`src/logic/radio_pkg.sv`:
```
/*
 * Constants shared by the bus-side radio packet block.
 * Header word layout is flag[63:60], seq[59:48], len[47:32], sid[31:0].
 * Route is taken from the two low SID bits of the header word.
 */
`default_nettype none

package radio_pkg;

   // Word and header field positions
   localparam int WORD_W = 64;
   localparam int SID_LO = 0;
   localparam int SID_HI = 31;
   localparam int SEQ_LO = 48;
   localparam int SEQ_HI = 59;
   localparam int LEN_LO = 32;
   localparam int LEN_HI = 47;
   localparam int ROUTE_W = 2;

   // Command word layout
   localparam int ADDR_LO = 32;
   localparam int ADDR_HI = 39;
   localparam int SET_ADDR_W = 8;
   localparam int SET_DATA_W = 32;

   // Route codes from SID[1:0]
   localparam logic [ROUTE_W-1:0] ROUTE_TX_DATA = 2'd0;
   localparam logic [ROUTE_W-1:0] ROUTE_CTRL    = 2'd1;
   localparam logic [ROUTE_W-1:0] ROUTE_RX_FC   = 2'd2;
   localparam logic [ROUTE_W-1:0] ROUTE_RX_CMD  = 2'd3;

   // Setting addresses
   localparam logic [SET_ADDR_W-1:0] SR_DACSYNC   = 8'd5;
   localparam logic [SET_ADDR_W-1:0] SR_TEST      = 8'd7;
   localparam logic [SET_ADDR_W-1:0] SR_MISC_OUTS = 8'd24;
   localparam logic [SET_ADDR_W-1:0] SR_READBACK  = 8'd32;
   localparam logic [SET_ADDR_W-1:0] SR_TX_ACK    = 8'd68;

   // Generated header contents
   localparam logic [15:0] RESP_LEN_BYTES = 16'd16;
   localparam logic [3:0]  ACK_FLAG = 4'd1;
   localparam int RB_SEL_W = 2;

endpackage

`default_nettype wire

```
`src/logic/sid_demux.sv`:
```
/*
 * Packet steering by SID[1:0] of the header word. The route is held
 * from header to last word. Routes 2 and 3 are sunk and always ready.
 */
`timescale 1ns/1ps
`default_nettype none

module sid_demux (
   input  wire                          i_bus_clk,
   input  wire                          i_bus_rst,
   input  wire  [radio_pkg::WORD_W-1:0] i_tdata,
   input  wire                          i_tlast,
   input  wire                          i_tvalid,
   output logic                         o_tready,
   output logic [radio_pkg::WORD_W-1:0] o_tx_tdata,
   output logic                         o_tx_tlast,
   output logic                         o_tx_tvalid,
   input  wire                          i_tx_tready,
   output logic [radio_pkg::WORD_W-1:0] o_ctrl_tdata,
   output logic                         o_ctrl_tlast,
   output logic                         o_ctrl_tvalid,
   input  wire                          i_ctrl_tready
);
   import radio_pkg::*;

   logic               first_q;
   logic [ROUTE_W-1:0] route_q;
   logic [ROUTE_W-1:0] route;
   wire                in_xfer = i_tvalid && o_tready;

   // Header word decides directly, later words use the held route
   assign route = first_q ? i_tdata[SID_LO +: ROUTE_W] : route_q;

   always_ff @(posedge i_bus_clk) begin
      if (i_bus_rst) begin
         first_q <= 1'b1;
         route_q <= ROUTE_TX_DATA;
      end else if (in_xfer) begin
         first_q <= i_tlast;
         if (first_q)
            route_q <= route;
      end
   end

   always_comb begin
      case (route)
         ROUTE_TX_DATA:            o_tready = i_tx_tready;
         ROUTE_CTRL:               o_tready = i_ctrl_tready;
         ROUTE_RX_FC, ROUTE_RX_CMD: o_tready = 1'b1;
      endcase
   end

   assign o_tx_tdata    = i_tdata;
   assign o_tx_tlast    = i_tlast;
   assign o_tx_tvalid   = i_tvalid && (route == ROUTE_TX_DATA);
   assign o_ctrl_tdata  = i_tdata;
   assign o_ctrl_tlast  = i_tlast;
   assign o_ctrl_tvalid = i_tvalid && (route == ROUTE_CTRL);

endmodule

`default_nettype wire

```
`src/logic/ctrl_proc.sv`:
```
/*
 * Control packet processor. Only the first command word is executed,
 * extra words are dropped. Each packet gets a two-word response of
 * header plus readback. No new control word is taken until the
 * response is out.
 */
`timescale 1ns/1ps
`default_nettype none

module ctrl_proc (
   input  wire                              i_bus_clk,
   input  wire                              i_bus_rst,
   input  wire  [radio_pkg::WORD_W-1:0]     i_tdata,
   input  wire                              i_tlast,
   input  wire                              i_tvalid,
   output logic                             o_tready,
   output logic                             o_set_stb,
   output logic [radio_pkg::SET_ADDR_W-1:0] o_set_addr,
   output logic [radio_pkg::SET_DATA_W-1:0] o_set_data,
   input  wire  [radio_pkg::WORD_W-1:0]     i_rb_data,
   output logic [radio_pkg::WORD_W-1:0]     o_resp_tdata,
   output logic                             o_resp_tlast,
   output logic                             o_resp_tvalid,
   input  wire                              i_resp_tready
);
   import radio_pkg::*;

   localparam logic [2:0] ST_HDR       = 3'd0;
   localparam logic [2:0] ST_CMD       = 3'd1;
   localparam logic [2:0] ST_DRAIN     = 3'd2;
   localparam logic [2:0] ST_SET       = 3'd3;
   localparam logic [2:0] ST_RESP_HDR  = 3'd4;
   localparam logic [2:0] ST_RESP_DATA = 3'd5;

   logic [2:0]             state;
   logic [SEQ_HI-SEQ_LO:0] seq_q;
   logic [SID_HI-SID_LO:0] sid_q;
   wire                    in_xfer = i_tvalid && o_tready;

   //////////////////////////////////////////////////////////////////////
   // Packet FSM

   always_ff @(posedge i_bus_clk) begin
      if (i_bus_rst) begin
         state     <= ST_HDR;
         o_set_stb <= 1'b0;
      end else begin
         o_set_stb <= (state == ST_CMD) && in_xfer;
         case (state)
            ST_HDR: begin
               if (in_xfer)
                  state <= i_tlast ? ST_SET : ST_CMD;
            end
            ST_CMD: begin
               if (in_xfer)
                  state <= i_tlast ? ST_SET : ST_DRAIN;
            end
            ST_DRAIN: begin
               if (in_xfer && i_tlast)
                  state <= ST_RESP_HDR;
            end
            // One cycle for the register write to land before readback
            ST_SET:       state <= ST_RESP_HDR;
            ST_RESP_HDR: begin
               if (i_resp_tready)
                  state <= ST_RESP_DATA;
            end
            ST_RESP_DATA: begin
               if (i_resp_tready)
                  state <= ST_HDR;
            end
            default:      state <= ST_HDR;
         endcase
      end
   end

   always_ff @(posedge i_bus_clk) begin
      if ((state == ST_HDR) && in_xfer) begin
         seq_q <= i_tdata[SEQ_HI:SEQ_LO];
         sid_q <= i_tdata[SID_HI:SID_LO];
      end
      if ((state == ST_CMD) && in_xfer) begin
         o_set_addr <= i_tdata[ADDR_HI:ADDR_LO];
         o_set_data <= i_tdata[SET_DATA_W-1:0];
      end
   end

   //////////////////////////////////////////////////////////////////////
   // Response

   assign o_tready      = (state == ST_HDR) || (state == ST_CMD) || (state == ST_DRAIN);
   assign o_resp_tvalid = (state == ST_RESP_HDR) || (state == ST_RESP_DATA);
   assign o_resp_tlast  = (state == ST_RESP_DATA);
   // Flag 0 marks a readback response and the SID halves are swapped
   assign o_resp_tdata  = o_resp_tlast ? i_rb_data :
                          {4'd0, seq_q, RESP_LEN_BYTES, sid_q[15:0], sid_q[31:16]};

endmodule

`default_nettype wire

```
`src/logic/settings_regs.sv`:
```
/*
 * Setting registers and readback mux. Registers change the cycle after
 * the strobe. A write of any value to SR_DACSYNC gives a one-cycle pulse.
 */
`timescale 1ns/1ps
`default_nettype none

module settings_regs #(
   parameter int RADIO_NUM = 0
) (
   input  wire                              i_bus_clk,
   input  wire                              i_bus_rst,
   input  wire                              i_set_stb,
   input  wire  [radio_pkg::SET_ADDR_W-1:0] i_set_addr,
   input  wire  [radio_pkg::SET_DATA_W-1:0] i_set_data,
   input  wire  [radio_pkg::SET_DATA_W-1:0] i_misc_ins,
   output logic [radio_pkg::SET_DATA_W-1:0] o_misc_outs,
   output logic                             o_sync_dacs,
   output logic [radio_pkg::WORD_W-1:0]     o_rb_data
);
   import radio_pkg::*;

   logic [SET_DATA_W-1:0] test_q;
   logic [RB_SEL_W-1:0]   rb_sel;

   always_ff @(posedge i_bus_clk) begin
      if (i_bus_rst) begin
         test_q      <= '0;
         o_misc_outs <= '0;
         rb_sel      <= '0;
         o_sync_dacs <= 1'b0;
      end else begin
         o_sync_dacs <= i_set_stb && (i_set_addr == SR_DACSYNC);
         if (i_set_stb) begin
            case (i_set_addr)
               SR_TEST:      test_q      <= i_set_data;
               SR_MISC_OUTS: o_misc_outs <= i_set_data;
               SR_READBACK:  rb_sel      <= i_set_data[RB_SEL_W-1:0];
               default:      ;
            endcase
         end
      end
   end

   // Readback mux
   always_comb begin
      case (rb_sel)
         2'd0:    o_rb_data = {o_misc_outs, test_q};
         2'd1:    o_rb_data = {i_misc_ins, test_q};
         2'd2:    o_rb_data = {{SET_DATA_W{1'b0}}, SET_DATA_W'(RADIO_NUM)};
         default: o_rb_data = '0;
      endcase
   end

endmodule

`default_nettype wire

```
`src/logic/tx_pre_fifo.sv`:
```
/*
 * Synchronous FIFO for TX words and their last flag. A written word is
 * visible at the output the next cycle. Holds 2**FIFO_DEPTH_LOG2 words.
 */
`timescale 1ns/1ps
`default_nettype none

module tx_pre_fifo #(
   parameter int FIFO_DEPTH_LOG2 = 4
) (
   input  wire                          i_bus_clk,
   input  wire                          i_bus_rst,
   input  wire  [radio_pkg::WORD_W-1:0] i_tdata,
   input  wire                          i_tlast,
   input  wire                          i_tvalid,
   output logic                         o_tready,
   output logic [radio_pkg::WORD_W-1:0] o_tdata,
   output logic                         o_tlast,
   output logic                         o_tvalid,
   input  wire                          i_tready
);
   import radio_pkg::*;

   localparam int DEPTH = 2 ** FIFO_DEPTH_LOG2;

   logic [WORD_W:0]          mem [DEPTH];
   logic [FIFO_DEPTH_LOG2:0] wr_ptr, rd_ptr;
   wire                      wr_en = i_tvalid && o_tready;
   wire                      rd_en = o_tvalid && i_tready;

   // Extra pointer bit tells full from empty
   assign o_tvalid = (wr_ptr != rd_ptr);
   assign o_tready = (wr_ptr ^ rd_ptr) != {1'b1, {FIFO_DEPTH_LOG2{1'b0}}};
   assign {o_tlast, o_tdata} = mem[rd_ptr[FIFO_DEPTH_LOG2-1:0]];

   always_ff @(posedge i_bus_clk) begin
      if (wr_en)
         mem[wr_ptr[FIFO_DEPTH_LOG2-1:0]] <= {i_tlast, i_tdata};
   end

   always_ff @(posedge i_bus_clk) begin
      if (i_bus_rst) begin
         wr_ptr <= '0;
         rd_ptr <= '0;
      end else begin
         if (wr_en)
            wr_ptr <= wr_ptr + 1'b1;
         if (rd_en)
            rd_ptr <= rd_ptr + 1'b1;
      end
   end

endmodule

`default_nettype wire

```
`src/logic/tx_responder.sv`:
```
/*
 * TX flow-control ACK source. Sends one ACK per N packets consumed at
 * the FIFO output, N from SR_TX_ACK with 0 turning ACKs off. Up to
 * eight ACKs can wait on a stalled output, further ones are dropped.
 */
`timescale 1ns/1ps
`default_nettype none

module tx_responder (
   input  wire                              i_bus_clk,
   input  wire                              i_bus_rst,
   input  wire                              i_set_stb,
   input  wire  [radio_pkg::SET_ADDR_W-1:0] i_set_addr,
   input  wire  [radio_pkg::SET_DATA_W-1:0] i_set_data,
   input  wire  [radio_pkg::WORD_W-1:0]     i_tx_tdata,
   input  wire                              i_tx_tlast,
   input  wire                              i_tx_tvalid,
   input  wire                              i_tx_tready,
   output logic [radio_pkg::WORD_W-1:0]     o_ack_tdata,
   output logic                             o_ack_tlast,
   output logic                             o_ack_tvalid,
   input  wire                              i_ack_tready
);
   import radio_pkg::*;

   localparam int Q_LOG2 = 3;
   localparam int SEQ_W  = SEQ_HI - SEQ_LO + 1;
   localparam int SID_W  = SID_HI - SID_LO + 1;

   logic [SET_DATA_W-1:0]             pkts_per_ack, pkt_cnt, total;
   logic                              first_q, ack_word;
   logic [SEQ_W-1:0]                  seq_q, cur_seq, h_seq;
   logic [SID_W-1:0]                  sid_q, cur_sid, h_sid;
   logic [SET_DATA_W-1:0]             h_total;
   logic [SEQ_W+SID_W+SET_DATA_W-1:0] ackq [2**Q_LOG2];
   logic [Q_LOG2:0]                   q_wr, q_rd;

   wire xfer   = i_tx_tvalid && i_tx_tready;
   wire done   = xfer && i_tx_tlast;
   wire due    = done && (pkts_per_ack != '0) && (pkt_cnt + 1'b1 >= pkts_per_ack);
   wire q_full = (q_wr ^ q_rd) == {1'b1, {Q_LOG2{1'b0}}};
   wire pop    = o_ack_tvalid && i_ack_tready && ack_word;

   // Single-word packets finish on their own header
   assign cur_seq = first_q ? i_tx_tdata[SEQ_HI:SEQ_LO] : seq_q;
   assign cur_sid = first_q ? i_tx_tdata[SID_HI:SID_LO] : sid_q;

   always_ff @(posedge i_bus_clk) begin
      if (i_bus_rst) begin
         pkts_per_ack <= '0;
         pkt_cnt      <= '0;
         total        <= '0;
         first_q      <= 1'b1;
         ack_word     <= 1'b0;
         q_wr         <= '0;
         q_rd         <= '0;
      end else begin
         if (i_set_stb && (i_set_addr == SR_TX_ACK))
            pkts_per_ack <= i_set_data;
         if (xfer)
            first_q <= i_tx_tlast;
         if (done) begin
            total   <= total + 1'b1;
            pkt_cnt <= due ? '0 : pkt_cnt + 1'b1;
         end
         if (due && !q_full)
            q_wr <= q_wr + 1'b1;
         if (o_ack_tvalid && i_ack_tready)
            ack_word <= !ack_word;
         if (pop)
            q_rd <= q_rd + 1'b1;
      end
   end

   always_ff @(posedge i_bus_clk) begin
      if (xfer && first_q) begin
         seq_q <= i_tx_tdata[SEQ_HI:SEQ_LO];
         sid_q <= i_tx_tdata[SID_HI:SID_LO];
      end
      if (due && !q_full)
         ackq[q_wr[Q_LOG2-1:0]] <= {cur_seq, cur_sid, total + 1'b1};
   end

   assign {h_seq, h_sid, h_total} = ackq[q_rd[Q_LOG2-1:0]];

   assign o_ack_tvalid = (q_wr != q_rd);
   assign o_ack_tlast  = ack_word;
   assign o_ack_tdata  = ack_word ? {{(WORD_W-SET_DATA_W){1'b0}}, h_total} :
                         {ACK_FLAG, h_seq, RESP_LEN_BYTES, h_sid[15:0], h_sid[31:16]};

endmodule

`default_nettype wire

```
`src/logic/resp_arbiter.sv`:
```
/*
 * Two-input packet merge. The grant is fixed from the first offered
 * word to the last transfer, and alternates when both inputs wait.
 */
`timescale 1ns/1ps
`default_nettype none

module resp_arbiter (
   input  wire                          i_bus_clk,
   input  wire                          i_bus_rst,
   input  wire  [radio_pkg::WORD_W-1:0] i_a_tdata,
   input  wire                          i_a_tlast,
   input  wire                          i_a_tvalid,
   output logic                         o_a_tready,
   input  wire  [radio_pkg::WORD_W-1:0] i_b_tdata,
   input  wire                          i_b_tlast,
   input  wire                          i_b_tvalid,
   output logic                         o_b_tready,
   output logic [radio_pkg::WORD_W-1:0] o_tdata,
   output logic                         o_tlast,
   output logic                         o_tvalid,
   input  wire                          i_tready
);
   logic gnt_q;
   logic locked;
   logic sel;

   // gnt_q also remembers the last source served
   always_comb begin
      if (locked)
         sel = gnt_q;
      else if (i_a_tvalid && i_b_tvalid)
         sel = !gnt_q;
      else
         sel = i_b_tvalid;
   end

   always_ff @(posedge i_bus_clk) begin
      if (i_bus_rst) begin
         gnt_q  <= 1'b0;
         locked <= 1'b0;
      end else if (o_tvalid) begin
         gnt_q  <= sel;
         locked <= !(i_tready && o_tlast);
      end
   end

   assign o_tdata    = sel ? i_b_tdata  : i_a_tdata;
   assign o_tlast    = sel ? i_b_tlast  : i_a_tlast;
   assign o_tvalid   = sel ? i_b_tvalid : i_a_tvalid;
   assign o_a_tready = i_tready && !sel;
   assign o_b_tready = i_tready && sel;

endmodule

`default_nettype wire

```
`src/logic/radio_core.sv`:
```
/*
 * Bus-clock packet side of the radio block. One input stream is split
 * by SID[1:0]. Route 0 goes to the TX port, route 1 to the settings
 * processor, routes 2 and 3 are discarded. Responses and TX ACKs share
 * the output port. Everything runs on bus_clk.
 */
`timescale 1ns/1ps
`default_nettype none

module radio_core #(
   parameter int RADIO_NUM       = 0,
   parameter int FIFO_DEPTH_LOG2 = 4
) (
   input  wire                              i_bus_clk,
   input  wire                              i_bus_rst,
   input  wire  [radio_pkg::WORD_W-1:0]     i_in_tdata,
   input  wire                              i_in_tlast,
   input  wire                              i_in_tvalid,
   output logic                             o_in_tready,
   output logic [radio_pkg::WORD_W-1:0]     o_out_tdata,
   output logic                             o_out_tlast,
   output logic                             o_out_tvalid,
   input  wire                              i_out_tready,
   output logic [radio_pkg::WORD_W-1:0]     o_tx_tdata,
   output logic                             o_tx_tlast,
   output logic                             o_tx_tvalid,
   input  wire                              i_tx_tready,
   input  wire  [radio_pkg::SET_DATA_W-1:0] i_misc_ins,
   output logic [radio_pkg::SET_DATA_W-1:0] o_misc_outs,
   output logic                             o_sync_dacs
);
   import radio_pkg::*;

   logic [WORD_W-1:0]     dmx_tx_tdata, ctrl_tdata, resp_tdata, ack_tdata;
   logic                  dmx_tx_tlast, dmx_tx_tvalid, dmx_tx_tready;
   logic                  ctrl_tlast, ctrl_tvalid, ctrl_tready;
   logic                  resp_tlast, resp_tvalid, resp_tready;
   logic                  ack_tlast, ack_tvalid, ack_tready;
   logic                  set_stb;
   logic [SET_ADDR_W-1:0] set_addr;
   logic [SET_DATA_W-1:0] set_data;
   logic [WORD_W-1:0]     rb_data;

   //////////////////////////////////////////////////////////////////////
   // Input split and settings

   sid_demux u_demux (
      .i_bus_clk(i_bus_clk), .i_bus_rst(i_bus_rst),
      .i_tdata(i_in_tdata), .i_tlast(i_in_tlast),
      .i_tvalid(i_in_tvalid), .o_tready(o_in_tready),
      .o_tx_tdata(dmx_tx_tdata), .o_tx_tlast(dmx_tx_tlast),
      .o_tx_tvalid(dmx_tx_tvalid), .i_tx_tready(dmx_tx_tready),
      .o_ctrl_tdata(ctrl_tdata), .o_ctrl_tlast(ctrl_tlast),
      .o_ctrl_tvalid(ctrl_tvalid), .i_ctrl_tready(ctrl_tready));

   ctrl_proc u_ctrl (
      .i_bus_clk(i_bus_clk), .i_bus_rst(i_bus_rst),
      .i_tdata(ctrl_tdata), .i_tlast(ctrl_tlast),
      .i_tvalid(ctrl_tvalid), .o_tready(ctrl_tready),
      .o_set_stb(set_stb), .o_set_addr(set_addr), .o_set_data(set_data),
      .i_rb_data(rb_data),
      .o_resp_tdata(resp_tdata), .o_resp_tlast(resp_tlast),
      .o_resp_tvalid(resp_tvalid), .i_resp_tready(resp_tready));

   settings_regs #(.RADIO_NUM(RADIO_NUM)) u_regs (
      .i_bus_clk(i_bus_clk), .i_bus_rst(i_bus_rst),
      .i_set_stb(set_stb), .i_set_addr(set_addr), .i_set_data(set_data),
      .i_misc_ins(i_misc_ins), .o_misc_outs(o_misc_outs),
      .o_sync_dacs(o_sync_dacs), .o_rb_data(rb_data));

   //////////////////////////////////////////////////////////////////////
   // Transmit path and output merge

   tx_pre_fifo #(.FIFO_DEPTH_LOG2(FIFO_DEPTH_LOG2)) u_tx_fifo (
      .i_bus_clk(i_bus_clk), .i_bus_rst(i_bus_rst),
      .i_tdata(dmx_tx_tdata), .i_tlast(dmx_tx_tlast),
      .i_tvalid(dmx_tx_tvalid), .o_tready(dmx_tx_tready),
      .o_tdata(o_tx_tdata), .o_tlast(o_tx_tlast),
      .o_tvalid(o_tx_tvalid), .i_tready(i_tx_tready));

   // Counts packets as they leave the FIFO
   tx_responder u_tx_resp (
      .i_bus_clk(i_bus_clk), .i_bus_rst(i_bus_rst),
      .i_set_stb(set_stb), .i_set_addr(set_addr), .i_set_data(set_data),
      .i_tx_tdata(o_tx_tdata), .i_tx_tlast(o_tx_tlast),
      .i_tx_tvalid(o_tx_tvalid), .i_tx_tready(i_tx_tready),
      .o_ack_tdata(ack_tdata), .o_ack_tlast(ack_tlast),
      .o_ack_tvalid(ack_tvalid), .i_ack_tready(ack_tready));

   resp_arbiter u_arb (
      .i_bus_clk(i_bus_clk), .i_bus_rst(i_bus_rst),
      .i_a_tdata(resp_tdata), .i_a_tlast(resp_tlast),
      .i_a_tvalid(resp_tvalid), .o_a_tready(resp_tready),
      .i_b_tdata(ack_tdata), .i_b_tlast(ack_tlast),
      .i_b_tvalid(ack_tvalid), .o_b_tready(ack_tready),
      .o_tdata(o_out_tdata), .o_tlast(o_out_tlast),
      .o_tvalid(o_out_tvalid), .i_tready(i_out_tready));

endmodule

`default_nettype wire

```
`config.mk`:
```
export PLATFORM = sky130hd
export DESIGN_NAME = radio_core
export DESIGN_NICKNAME = d
export VERILOG_FILES = /design/src/logic/radio_pkg.sv /design/src/logic/sid_demux.sv /design/src/logic/ctrl_proc.sv /design/src/logic/settings_regs.sv /design/src/logic/tx_pre_fifo.sv /design/src/logic/tx_responder.sv /design/src/logic/resp_arbiter.sv /design/src/logic/radio_core.sv
export SDC_FILE = /design/constraint.sdc
export NUM_CORES = 2
export LEC_CHECK = 0
export ABC_AREA = 1
export BUFFER_PORTS_ARGS = -buffer_cell sky130_fd_sc_hd__buf_2
export CAP_MARGIN = 20
export CORE_ASPECT_RATIO = 0.5
export CORE_MARGIN = 2
export CORE_UTILIZATION = 40
export CTS_CLUSTER_SIZE = 16
export DETAILED_ROUTE_END_ITERATION = 8
export PLACE_DENSITY = 0.54
export REMOVE_ABC_BUFFERS = 1
export SKIP_LAST_GASP = 1
export SYNTH_ARGS = -nofsm -noshare
export SYNTH_HDL_FRONTEND = slang
export SYNTH_HIERARCHICAL = 1
export SYNTH_SLANG_ARGS = --single-unit
```
`constraint.sdc`:
```
create_clock -name i_bus_clk -period 6.7 [get_ports i_bus_clk]
set_input_delay 0.67 -clock i_bus_clk [delete_from_list [all_inputs] [get_ports i_bus_clk]]
set_output_delay 0.67 -clock i_bus_clk [all_outputs]
set_load 0.05 [all_outputs]
```
==> results.tsv <==
stage	metric	value	unit
clock_tree	clockBufferDepth	4	
timing	rsz0062_at_grt	no	
worst_setup_path	critPathRequiredTime	6.03	ns
worst_setup_path	critical_path_arrival	4.30	ns
pwr	comb_power_share	0.133	
grt	grt_antenna_before_repair	21	
detailed_routing	wirelength	236000	um
placement	portBuffers	267	
min_path	worstHoldPathType	input pin to register	
timing	fin_crit	4.97	ns
pwr	ir_worst_vdd	0.237	mV
finish	drive_gt1_frac	0.0965	
timing	slew_viol_final	0	
clock_tree	clk_latency	0.84	ns
clock_tree	cts_hold_buf	0	
finish	fin_cells	10400	
synthesis	ys_warn_count	6	
synthesis	syn_area	0.0841	mm2
worst_setup_path	critPathKind	register to output pin	
pwr	p_int	20.7	mW
pwr	leakage	33.3	nW
worst_setup_path	start_kind	register	
worst_setup_path	cpPeakStageDelay	0.69	ns
pwr	pwr-share-seq	0.491	
timing	period_share	0.742	
placement	placed_area	0.0869	mm2
timing	hold_viol_final	0	
finish	final_util	0.447	
clock_tree	htree_levels	4	
placement	gp_congestion	0.895	
finish	finalNetCount	7644	
clock_tree	cts_sinks	1975	
pwr	clockPowerShare	0.376	
worst_setup_path	worstPathMaxFanout	262	
timing	finClkSkew	0.0460	ns
detailed_routing	ant_nets	0	
timing	holdWs	0.188	ns
placement	hpwl	132000	um
pwr	switchingPower	7.70	mW
detailed_routing	route.detailed.drc	0	
detailed_routing	drtPass1Iterations	5	
timing	setup_tns	0	ns
detailed_routing	wire_per_inst	22.6	um
synthesis	syn_area_per_cell	11.2	um2
die	pin_count	268	
flow_run	cap_viol_max_count	0	
timing	setup_viol	0	
placement	dp_cells	10100	
pwr	swShare	0.271	
run_status	outcome	finished clean	
detailed_routing	dr.first_iter.drc_count	5376	
clock_tree	cts_root_buf	clkbuf_16	
worst_setup_path	path_cells	buf_4 -> buf_12 -> o21ai_0 -> nand3_1 -> nand3_1 -> nand2_1 -> buf_2	
timing	fmax	0.201	GHz
detailed_routing	num_vias	55200	
worst_setup_path	path_common_cell	nand3_1	
finish	design_area	0.0930	mm2
grt	grt_max_degree	263	
timing	tightest_slew	1.25	ns
worst_setup_path	cpMaxStageDelayCell	buf_4	
die	die_x	652	um
clock_tree	clk_pin_slew	0.06	ns
die	fp.dieH	328	um
clock_tree	numCtsBuffers	190	
timing	slew_headroom	0.167	
die	dieArea	0.214	mm2
worst_setup_path	end_kind	output pin	
synthesis	syn_inst	7519	
clock_tree	cts_tree	yes	
grt	grt_pass1_wl	342000	um
die	core	0.208	mm2
finish	syn2layout_area_growth	10.6	%
clock_tree	cts_resized	0	
clock_tree	postCtsSetupRepairBufs	0	
detailed_routing	vias_per_cell	5.30	
die	rows	118	
pwr	p_per_area	306	mW/mm2
grt	track_usage	0.214	
grt	grt_pass1_vias	50900	
grt	overflow	0	
die	start_util	0.404	
path summary, 6_finish.rpt:
path	cells past startpoint	slack (ns)	startpoint	endpoint
setup / recovery	7	1.73	register	o_tx_tdata[21]
hold reg to reg	2	0.48	u_regs/test_q[21]	u_regs/test_q[21]
hold / removal	3	0.19	i_in_tvalid	u_demux/first_q
setup reg to reg	18	1.99	u_tx_resp/pkt_cnt[0]	u_tx_resp/ackq[5][22]
area by class of cell:
cell class	instances	area [um2]
Fill cell	19300	115000
Clock inverter	88	857
Tap cell	2760	3450
Sequential cell	1975	57300
Antenna cell	10	25.0
Timing Repair Buffer	363	2290
Clock buffer	248	5160
Inverter	849	3210
Multi-Input combinational cell	4122	20600
metal layers:
| metal | up-vias | share of wire | global-route usage |
|---|---|---|---|
| met5 | - | 0.00032 | 0 |
| met4 | 12 | 0.027 | 0.0616 |
| met3 | 329 | 0.059 | 0.0276 |
| met2 | 1595 | 0.46 | 0.342 |
| met1 | 27300 | 0.45 | 0.307 |
| li1 | 26000 | - | - |
power groups by stage:
stage                     Clock (mW)  Combinational [mW]  Sequential (mW)
final                           10.7                3.77             14.0
after global routing            11.4                4.08             14.0
after CTS                       10.9                3.77             14.0
after detailed placement           0                3.76             14.2
after global placement             0                3.75             14.2
after floorplan                    0                2.66             14.5
placed cells by master (no fill, tap or decap), drive strengths merged, types with 4 or more instances in the layout:
master	n
clkinvlp	7
inv	850
clkbuf	248
xnor2	8
xor2	44
nand4	33
edfxtp	1776
a21o	4
o22ai	52
ha	41
conb	18
o211ai	297
nor2	639
dfxtp	199
buf	363
a31oi	12
diode	10
bufinv	17
o21ai	666
nand3	580
clkinv	63
nand2	1183
o221ai	91
nor3	77
nor4	38
a21oi	323
critical path, delay by kind of cell, from the launching register on:
family / cells / cell delay [ns]
and+or+nand+nor: 3 / 0.61
DFF: 1 / 0.55
AOI/OAI and AO/OA: 1 / 0.27
buffers and inverters: 3 / 1.68
metrics by stage:
step           setup slack [ns]  power, mW
2_1_floorplan            -15.60       17.2
3_3_place_gp               2.00       18.0
3_5_place_dp               1.96       18.0
4_1_cts                    1.69       28.6
5_1_grt                    1.44       29.4
6_report                   1.73       28.4
flip-flops by register name, summed over array words and instances, names as in the netlist, 3 cells and up, named ones only:
| name | flops |
|---|---|
| u_regs/test_q | 32 |
| u_tx_resp/total | 32 |
| u_tx_resp/seq_q | 12 |
| u_tx_fifo/rd_ptr | 5 |
| u_tx_fifo/wr_ptr | 5 |
| u_ctrl/seq_q | 12 |
| u_tx_fifo/mem | 1040 |
| u_tx_resp/q_rd | 4 |
| u_tx_resp/pkt_cnt | 32 |
| u_ctrl/o_set_addr | 8 |
| u_tx_resp/sid_q | 32 |
| u_regs/o_misc_outs | 32 |
| u_tx_resp/ackq | 608 |
| u_ctrl/state | 3 |
| u_tx_resp/q_wr | 4 |
| u_ctrl/sid_q | 32 |
| u_ctrl/o_set_data | 32 |
| u_tx_resp/pkts_per_ack | 32 |
(Power assumes the default switching activity.)
